`src/common/dot_pkg.sv`:
```
package dot_pkg;

  // ==============================
  // Default sizes
  // ==============================

  // Element width in bits.
  localparam int DATA_W_DEF = 16;

  // Elements per vector.
  localparam int DEPTH_DEF = 8;

  // ==============================
  // Width helpers
  // ==============================

  // RAM address width is never below one bit.
  function automatic int addr_w(input int depth);
    return (depth > 1) ? $clog2(depth) : 1;
  endfunction

  // Element index width is wide enough to count up to depth.
  function automatic int idx_w(input int depth);
    return $clog2(depth) + 1;
  endfunction

  // Accumulator width.
  // Full product width plus growth for depth terms and one spare bit.
  function automatic int acc_w(input int data_w, input int depth);
    return 2 * data_w + $clog2(depth) + 1;
  endfunction

endpackage

```
`src/design/vector_ram.sv`:
```
`timescale 1ns/1ps

module vector_ram #(
  parameter int DATA_W = 16,
  parameter int DEPTH  = 8
) (
  input  logic                              clk,

  // Host write port.
  input  logic                              we_i,
  input  logic [dot_pkg::addr_w(DEPTH)-1:0] waddr_i,
  input  logic [DATA_W-1:0]                 wdata_i,

  // Loader read port.
  input  logic                              re_i,
  input  logic [dot_pkg::addr_w(DEPTH)-1:0] raddr_i,
  output logic [DATA_W-1:0]                 rdata_o
);

  // Storage array.
  logic [DATA_W-1:0] mem_q [DEPTH];

  // Registered read data.
  logic [DATA_W-1:0] rdata_q;

  // Write on the clock edge.
  always_ff @(posedge clk) begin
    if (we_i) begin
      mem_q[waddr_i] <= wdata_i;
    end
  end

  // Read data appears one edge after the request.
  // A same-cycle write to the read address returns the old word.
  always_ff @(posedge clk) begin
    if (re_i) begin
      rdata_q <= mem_q[raddr_i];
    end
  end

  assign rdata_o = rdata_q;

endmodule

```
`src/loader/vector_loader.sv`:
```
`timescale 1ns/1ps

module vector_loader #(
  parameter int DATA_W = 16,
  parameter int DEPTH  = 8
) (
  input  logic                              clk,
  input  logic                              rst_n,

  // Load strobe from the sequencer.
  input  logic                              load_i,

  // RAM read side.
  output logic                              ram_en_o,
  output logic [dot_pkg::addr_w(DEPTH)-1:0] ram_addr_o,
  input  logic [DATA_W-1:0]                 ram_dout_i,

  // Gathered vector with element 0 in the low bits.
  output logic [DEPTH*DATA_W-1:0]           vec_o,
  output logic                              loaded_o
);

  localparam int AW = dot_pkg::addr_w(DEPTH);
  localparam int IW = dot_pkg::idx_w(DEPTH);

  localparam logic [AW-1:0] LAST_ADDR = AW'(DEPTH - 1);
  localparam logic [IW-1:0] LAST_IDX  = IW'(DEPTH - 1);

  // ==============================
  // Declarations
  // ==============================

  logic                         rd_active_q;
  logic [AW-1:0]                rd_addr_q;
  logic                         rd_vld_q;
  logic [IW-1:0]                wr_idx_q;
  logic                         loaded_q;
  logic [DEPTH-1:0][DATA_W-1:0] slot_q;

  // ==============================
  // Address counter
  // ==============================

  // Walks addresses 0 to DEPTH-1, one per cycle.
  // A new load restarts from address 0.
  always_ff @(posedge clk or negedge rst_n) begin
    if (!rst_n) begin
      rd_active_q <= 1'b0;
      rd_addr_q   <= '0;
    end else if (load_i) begin
      rd_active_q <= 1'b1;
      rd_addr_q   <= '0;
    end else if (rd_active_q) begin
      if (rd_addr_q == LAST_ADDR) begin
        rd_active_q <= 1'b0;
      end else begin
        rd_addr_q <= rd_addr_q + 1'b1;
      end
    end
  end

  assign ram_en_o   = rd_active_q;
  assign ram_addr_o = rd_addr_q;

  // Read-valid delayed by the RAM latency.
  // Dropped on a fresh load so no stale word lands in slot 0.
  always_ff @(posedge clk or negedge rst_n) begin
    if (!rst_n) begin
      rd_vld_q <= 1'b0;
    end else begin
      rd_vld_q <= rd_active_q && !load_i;
    end
  end

  // ==============================
  // Gather
  // ==============================

  // Write index follows the returning words.
  always_ff @(posedge clk or negedge rst_n) begin
    if (!rst_n) begin
      wr_idx_q <= '0;
      loaded_q <= 1'b0;
    end else begin
      loaded_q <= 1'b0;
      if (load_i) begin
        wr_idx_q <= '0;
      end else if (rd_vld_q) begin
        loaded_q <= (wr_idx_q == LAST_IDX);
        wr_idx_q <= wr_idx_q + 1'b1;
      end
    end
  end

  // Steer each word into its slot.
  always_ff @(posedge clk) begin
    if (rd_vld_q) begin
      slot_q[wr_idx_q] <= ram_dout_i;
    end
  end

  assign vec_o    = slot_q;
  assign loaded_o = loaded_q;

endmodule

```
`src/dot/dot_mac.sv`:
```
`timescale 1ns/1ps

module dot_mac #(
  parameter int DATA_W = 16,
  parameter int DEPTH  = 8
) (
  input  logic                                            clk,
  input  logic                                            rst_n,
  input  logic                                            start_i,
  input  logic [DEPTH*DATA_W-1:0]                         a_vec_i,
  input  logic [DEPTH*DATA_W-1:0]                         b_vec_i,
  output logic signed [dot_pkg::acc_w(DATA_W, DEPTH)-1:0] sum_o,
  output logic                                            done_o
);

  localparam int IW = dot_pkg::idx_w(DEPTH);
  localparam int SW = dot_pkg::acc_w(DATA_W, DEPTH);
  localparam int PW = 2 * DATA_W;

  localparam logic [IW-1:0] LAST_IDX = IW'(DEPTH - 1);

  // Element pointer stage.
  logic                 run_q;
  logic [IW-1:0]        ptr_q;
  logic signed [DATA_W-1:0] a_word;
  logic signed [DATA_W-1:0] b_word;

  // Product stage.
  logic signed [PW-1:0] prod_q;
  logic                 prod_vld_q;
  logic                 prod_last_q;

  // Accumulate stage.
  logic signed [SW-1:0] acc_q;
  logic                 acc_last_q;
  logic                 done_q;

  // ==============================
  // Pointer
  // ==============================

  always_ff @(posedge clk or negedge rst_n) begin
    if (!rst_n) begin
      run_q <= 1'b0;
      ptr_q <= '0;
    end else if (start_i) begin
      run_q <= 1'b1;
      ptr_q <= '0;
    end else if (run_q) begin
      if (ptr_q == LAST_IDX) begin
        run_q <= 1'b0;
      end else begin
        ptr_q <= ptr_q + 1'b1;
      end
    end
  end

  // Pick the current pair.
  assign a_word = $signed(a_vec_i[ptr_q*DATA_W +: DATA_W]);
  assign b_word = $signed(b_vec_i[ptr_q*DATA_W +: DATA_W]);

  // ==============================
  // Multiply and accumulate
  // ==============================

  always_ff @(posedge clk) begin
    if (run_q) begin
      prod_q <= a_word * b_word;
    end
  end

  always_ff @(posedge clk or negedge rst_n) begin
    if (!rst_n) begin
      prod_vld_q  <= 1'b0;
      prod_last_q <= 1'b0;
      acc_q       <= '0;
      acc_last_q  <= 1'b0;
      done_q      <= 1'b0;
    end else begin
      prod_vld_q  <= run_q;
      prod_last_q <= run_q && (ptr_q == LAST_IDX);
      acc_last_q  <= prod_last_q;
      // Sum is settled once the last flag leaves the adder.
      done_q      <= acc_last_q;
      if (start_i) begin
        acc_q <= '0;
      end else if (prod_vld_q) begin
        acc_q <= acc_q + SW'(prod_q);
      end
    end
  end

  assign sum_o  = acc_q;
  assign done_o = done_q;

endmodule

```
`src/design/dot_sequencer.sv`:
```
`timescale 1ns/1ps

module dot_sequencer #(
  parameter int DATA_W = 16,
  parameter int DEPTH  = 8
) (
  input  logic                                            clk,
  input  logic                                            rst_n,
  input  logic                                            start_i,
  input  logic                                            loaded_i,
  input  logic                                            mac_done_i,
  input  logic signed [dot_pkg::acc_w(DATA_W, DEPTH)-1:0] mac_sum_i,
  output logic                                            load_o,
  output logic                                            mac_start_o,
  output logic                                            busy_o,
  output logic                                            done_o,
  output logic signed [dot_pkg::acc_w(DATA_W, DEPTH)-1:0] result_o
);

  localparam int SW = dot_pkg::acc_w(DATA_W, DEPTH);

  typedef enum logic [1:0] {
    S_IDLE,
    S_LOAD,
    S_COMPUTE,
    S_FINISH
  } state_e;

  state_e               state_q;
  state_e               state_d;
  logic                 accept;
  logic signed [SW-1:0] result_q;

  // ==============================
  // FSM
  // ==============================

  // A new run may start from idle or in the done cycle.
  assign accept = start_i && ((state_q == S_IDLE) || (state_q == S_FINISH));

  always_comb begin
    state_d = state_q;
    case (state_q)
      S_IDLE:    if (accept) state_d = S_LOAD;
      S_LOAD:    if (loaded_i) state_d = S_COMPUTE;
      S_COMPUTE: if (mac_done_i) state_d = S_FINISH;
      S_FINISH:  state_d = accept ? S_LOAD : S_IDLE;
      default:   state_d = S_IDLE;
    endcase
  end

  always_ff @(posedge clk or negedge rst_n) begin
    if (!rst_n) begin
      state_q <= S_IDLE;
    end else begin
      state_q <= state_d;
    end
  end

  // Hold the sum until the next run finishes.
  always_ff @(posedge clk or negedge rst_n) begin
    if (!rst_n) begin
      result_q <= '0;
    end else if ((state_q == S_COMPUTE) && mac_done_i) begin
      result_q <= mac_sum_i;
    end
  end

  // Strobes go out in the same cycle as their trigger.
  assign load_o      = accept;
  assign mac_start_o = (state_q == S_LOAD) && loaded_i;
  assign busy_o      = (state_q == S_LOAD) || (state_q == S_COMPUTE);
  assign done_o      = (state_q == S_FINISH);
  assign result_o    = result_q;

endmodule

```
`src/design/dot_top.sv`:
```
`timescale 1ns/1ps

module dot_top #(
  parameter int DATA_W = dot_pkg::DATA_W_DEF,
  parameter int DEPTH  = dot_pkg::DEPTH_DEF
) (
  input  logic                                            clk,
  input  logic                                            rst_n,

  // Host write port.
  input  logic                                            wr_en_i,
  input  logic                                            wr_sel_i,
  input  logic [dot_pkg::addr_w(DEPTH)-1:0]               wr_addr_i,
  input  logic [DATA_W-1:0]                               wr_data_i,

  // Run control and result.
  input  logic                                            start_i,
  output logic                                            busy_o,
  output logic                                            done_o,
  output logic signed [dot_pkg::acc_w(DATA_W, DEPTH)-1:0] result_o
);

  localparam int AW = dot_pkg::addr_w(DEPTH);
  localparam int SW = dot_pkg::acc_w(DATA_W, DEPTH);

  logic                     we_a;
  logic                     we_b;
  logic                     ram_en_a;
  logic                     ram_en_b;
  logic [AW-1:0]            ram_addr_a;
  logic [AW-1:0]            ram_addr_b;
  logic [DATA_W-1:0]        ram_dout_a;
  logic [DATA_W-1:0]        ram_dout_b;
  logic [DEPTH*DATA_W-1:0]  vec_a;
  logic [DEPTH*DATA_W-1:0]  vec_b;
  logic                     load;
  logic                     loaded_a;
  logic                     mac_start;
  logic                     mac_done;
  logic signed [SW-1:0]     mac_sum;

  // Select 0 writes vector a, select 1 writes vector b.
  assign we_a = wr_en_i && !wr_sel_i;
  assign we_b = wr_en_i && wr_sel_i;

  // ==============================
  // Vector storage
  // ==============================

  vector_ram #(.DATA_W(DATA_W), .DEPTH(DEPTH)) u_ram_a (
    .clk(clk), .we_i(we_a), .waddr_i(wr_addr_i), .wdata_i(wr_data_i),
    .re_i(ram_en_a), .raddr_i(ram_addr_a), .rdata_o(ram_dout_a)
  );

  vector_ram #(.DATA_W(DATA_W), .DEPTH(DEPTH)) u_ram_b (
    .clk(clk), .we_i(we_b), .waddr_i(wr_addr_i), .wdata_i(wr_data_i),
    .re_i(ram_en_b), .raddr_i(ram_addr_b), .rdata_o(ram_dout_b)
  );

  // ==============================
  // Loaders
  // ==============================

  vector_loader #(.DATA_W(DATA_W), .DEPTH(DEPTH)) u_load_a (
    .clk(clk), .rst_n(rst_n), .load_i(load),
    .ram_en_o(ram_en_a), .ram_addr_o(ram_addr_a), .ram_dout_i(ram_dout_a),
    .vec_o(vec_a), .loaded_o(loaded_a)
  );

  // Same timing as loader a, so its loaded strobe is left open.
  vector_loader #(.DATA_W(DATA_W), .DEPTH(DEPTH)) u_load_b (
    .clk(clk), .rst_n(rst_n), .load_i(load),
    .ram_en_o(ram_en_b), .ram_addr_o(ram_addr_b), .ram_dout_i(ram_dout_b),
    .vec_o(vec_b), .loaded_o()
  );

  // ==============================
  // Datapath and control
  // ==============================

  dot_mac #(.DATA_W(DATA_W), .DEPTH(DEPTH)) u_mac (
    .clk(clk), .rst_n(rst_n), .start_i(mac_start),
    .a_vec_i(vec_a), .b_vec_i(vec_b), .sum_o(mac_sum), .done_o(mac_done)
  );

  dot_sequencer #(.DATA_W(DATA_W), .DEPTH(DEPTH)) u_seq (
    .clk(clk), .rst_n(rst_n), .start_i(start_i), .loaded_i(loaded_a),
    .mac_done_i(mac_done), .mac_sum_i(mac_sum), .load_o(load),
    .mac_start_o(mac_start), .busy_o(busy_o), .done_o(done_o),
    .result_o(result_o)
  );

endmodule

```
`config.mk`:
```
export PLATFORM = sky130hd
export DESIGN_NAME = dot_top
export DESIGN_NICKNAME = d
export VERILOG_FILES = /design/src/common/dot_pkg.sv /design/src/design/vector_ram.sv /design/src/loader/vector_loader.sv /design/src/dot/dot_mac.sv /design/src/design/dot_sequencer.sv /design/src/design/dot_top.sv
export SDC_FILE = /design/constraint.sdc
export NUM_CORES = 2
export LEC_CHECK = 0
export BUFFER_PORTS_ARGS = -buffer_cell sky130_fd_sc_hd__buf_2
export CORE_ASPECT_RATIO = 0.5
export CORE_MARGIN = 2
export CORE_UTILIZATION = 50
export CTS_BUF_LIST = sky130_fd_sc_hd__clkbuf_4
export DETAILED_ROUTE_END_ITERATION = 12
export PLACE_DENSITY = 0.66
export SKIP_LAST_GASP = 1
export SYNTH_ARGS = -nofsm -noshare
export SYNTH_HDL_FRONTEND = slang
export SYNTH_HIERARCHICAL = 1
export SYNTH_SLANG_ARGS = --single-unit
export TNS_END_PERCENT = 10
```
`constraint.sdc`:
```
create_clock -name clk -period 12.51 [get_ports clk]
set_input_delay 2.502 -clock clk [delete_from_list [all_inputs] [get_ports clk]]
set_output_delay 2.502 -clock clk [all_outputs]
set_load 0.01 [all_outputs]
```
==> results.md <==
- The critical path capture point type is a flip-flop.
- The number of vias per cell after detailed routing is 5.33.
- The relative slew slack is 24.3%.
- The number of hold violations in the final report is 0.
- The number of nets produced by synthesis is 3053.
- The largest net degree at the start of global routing is 68.
- The critical path in this run is classified as flip-flop to flip-flop.
- The die is 393 um wide.
- The floorplan die height is 198 um.
- The overall global routing resource usage is 20.1%.
- The slowest stage of the critical path is the buf_4 cell.
- The first-pass GRT wire length is 120000 um.
- Setup violations remaining at the end of the flow were counted as 0.
- The library cells used most frequently in the layout, excluding fill and tap cells, are edfxtp_1 (576), inv_1 (348), nor2_1 (265).
- The slack of the worst reg-to-reg path is 3.70 ns.
- The Yosys step of the flow raised 6 warnings.
- The number of design-rule violations left by the first detailed-router iteration is 1423.
- The share of post-route cells with drive strength above 1 is 19.1%.
- The count of nets after finishing is 3215.
- Synthesis produced 2636 cells.
- The number of search-and-repair iterations in the first detailed-routing pass is 6.
- In this design, the stage delay of the slowest critical-path cell is 0.74 ns.
- STA classifies the critical path startpoint as a flip-flop.
- The run finished with clean final reports.
- Gates resized during post-CTS repair numbered 0.
- The clock root buffer is clkbuf_4.
- Once the floorplan was initialized, standard cells occupied 50.4% of the core.
- For this design, the CTS-stage hold fixing added 0 buffers.
- The most frequent cell on the critical path is fa_1.
- Derived from the worst setup path, the maximum achievable clock frequency is 0.113 GHz.
- Row generation in the floorplan step produced 71 rows.
- The count of H-tree levels built during CTS is 4.
- Once routing completed, OpenROAD measured the worst setup slack at 3.70 ns.
- The later pin in the worst-skew pair is clocked with a latency of 0.98 ns.
- The placeable core region is 0.0750 sq mm.
- At the pin with the least slew margin, the transition time is 1.13 ns.
- The number of routed nets with antenna violations is 0.
- The number of pins exceeding their max-slew limit in the final report is 0.
- Across the run, the number of max-cap violations was 0.
- The commonest non-fill, non-tap cell in the layout is edfxtp_1.
- The die outline area is 0.0779 sq mm.
- Routability-driven placement finished with a final weighted congestion of 0.897.
- The CTS tree is yes.
- In this run the worst hold path is classified as flip-flop to flip-flop.
- The netlist area before placement is 0.0378 sq mm.
- Summing over every cut layer, the via total after detailed routing is 21.0k.
- After layout, the worst path uses 70.4% of the clock period.
- The number of remaining DRC errors is 0.
- The maximum root-to-sink buffer count is 3.
- For this design the top-level I/O count stands at 62.
- The synthesis-to-finish area growth is 9.21%.
- The minimum clock period is 8.81 ns.
- At the worst endpoint, the required time is 13.16 ns.
- Summed over all failing endpoints, the final setup total negative slack is 0 ns.
- The worst path buffer plus inverter count is 5.
- The number of buffers created by CTS is 152.
- The hold path startpoint is u_mac/acc_last_q$_DFF_PN0_.
- After global routing the overflow that remains totals 0.
- The number of antenna violations at the first check in global routing is 5.
- The number of port buffers is 61.
- The share of the core filled with cells in the final layout is 55.0%.
- Prior to clock tree synthesis, the placed netlist has a worst setup slack of 3.72 ns.
- In this run the mean area of a mapped cell was 14.3 sq um.
- Detailed placement finished with a half-perimeter wire length of 50400 um.
- Clock-pin slew was measured on the worst setup and hold paths at 0.08 ns.
- The source of the worst register-to-register timing path is u_mac/ptr_q[0]$_DFFE_PN0P_.
- Setup repair after global routing left no endpoint under its margin.
- After detailed routing, the average wire length per cell comes to 19.0 um.
- The maximum fanout along the worst path is 44.
- The data arrival at the endpoint of the critical path is 9.47 ns.
- The via count of the first global-routing pass came to 21.7k.
- On the critical path the largest part of the delay comes from adder cells.
- Clock skew on the completed layout was measured at 0.0751 ns.
- For this block, the routed nets add up to 75000 um of wire.
- Tracing the worst setup path back leads to its startpoint at u_mac/ptr_q[0]$_DFFE_PN0P_.
- The post-CTS setup-driven buffer insertion count is 0.
- The tree built by TritonCTS fans out to 678 sinks.
metrics by stage:
step,hold WS [ns],cell area (sq um),cells
after floorplan,0.331,37800,2636
after global placement,0.337,39300,3666
after detailed placement,0.337,39300,3666
after CTS,0.339,41300,3933
after global routing,0.355,41300,3938
final,0.343,41300,3938
state kept, by name (all words and copies together) (netlist names), 2 cells and up:
name / flops
u_ram_b/mem_q: 128
u_ram_a/mem_q: 128
u_mac/sum_o: 36
u_load_b/vec_o: 128
u_seq/result_o: 36
u_load_a/ram_addr_o: 3
u_ram_a/rdata_o: 16
u_mac/prod_q: 32
u_load_b/wr_idx_q: 4
u_mac/ptr_q: 4
u_load_b/ram_addr_o: 3
u_seq/state_q: 2
u_ram_b/rdata_o: 16
u_load_a/vec_o: 128
u_load_a/wr_idx_q: 4
per-layer routing:
layer | share of wire (%) | up-vias | GRT usage [%]
met2 | 45 | 610 | 30.7
met4 | 1.6 | 6 | 5.61
met5 | 0.055 | - | 0
li1 | - | 9705 | -
met1 | 47 | 10561 | 29.1
met3 | 6.4 | 116 | 4.46
final cells by class:
type,count,area (sq um)
Antenna cell,5,12.5
Clock buffer,234,1760
Clock inverter,33,243
Fill cell,6127,33700
Inverter,348,1310
Multi-Input combinational cell,1521,16200
Sequential cell,678,19900
Tap cell,1022,1280
Timing Repair Buffer,97,578
worst paths after layout:
kind                                              end  cells past startpoint
max                        u_mac/prod_q[28]$_DFFE_PP_                     25
min                            u_mac/done_o$_DFF_PN0_                      0
max reg2reg                u_mac/prod_q[28]$_DFFE_PP_                     25
min reg2reg                    u_mac/done_o$_DFF_PN0_                      0
max in group asynchronous  u_mac/prod_vld_q$_DFF_PN0_                      2
min in group asynchronous  u_mac/ptr_q[0]$_DFFE_PN0P_                      1
Power is not shown: default switching activity piles up to over one toggle a cycle in this logic, so the estimate is an artifact.
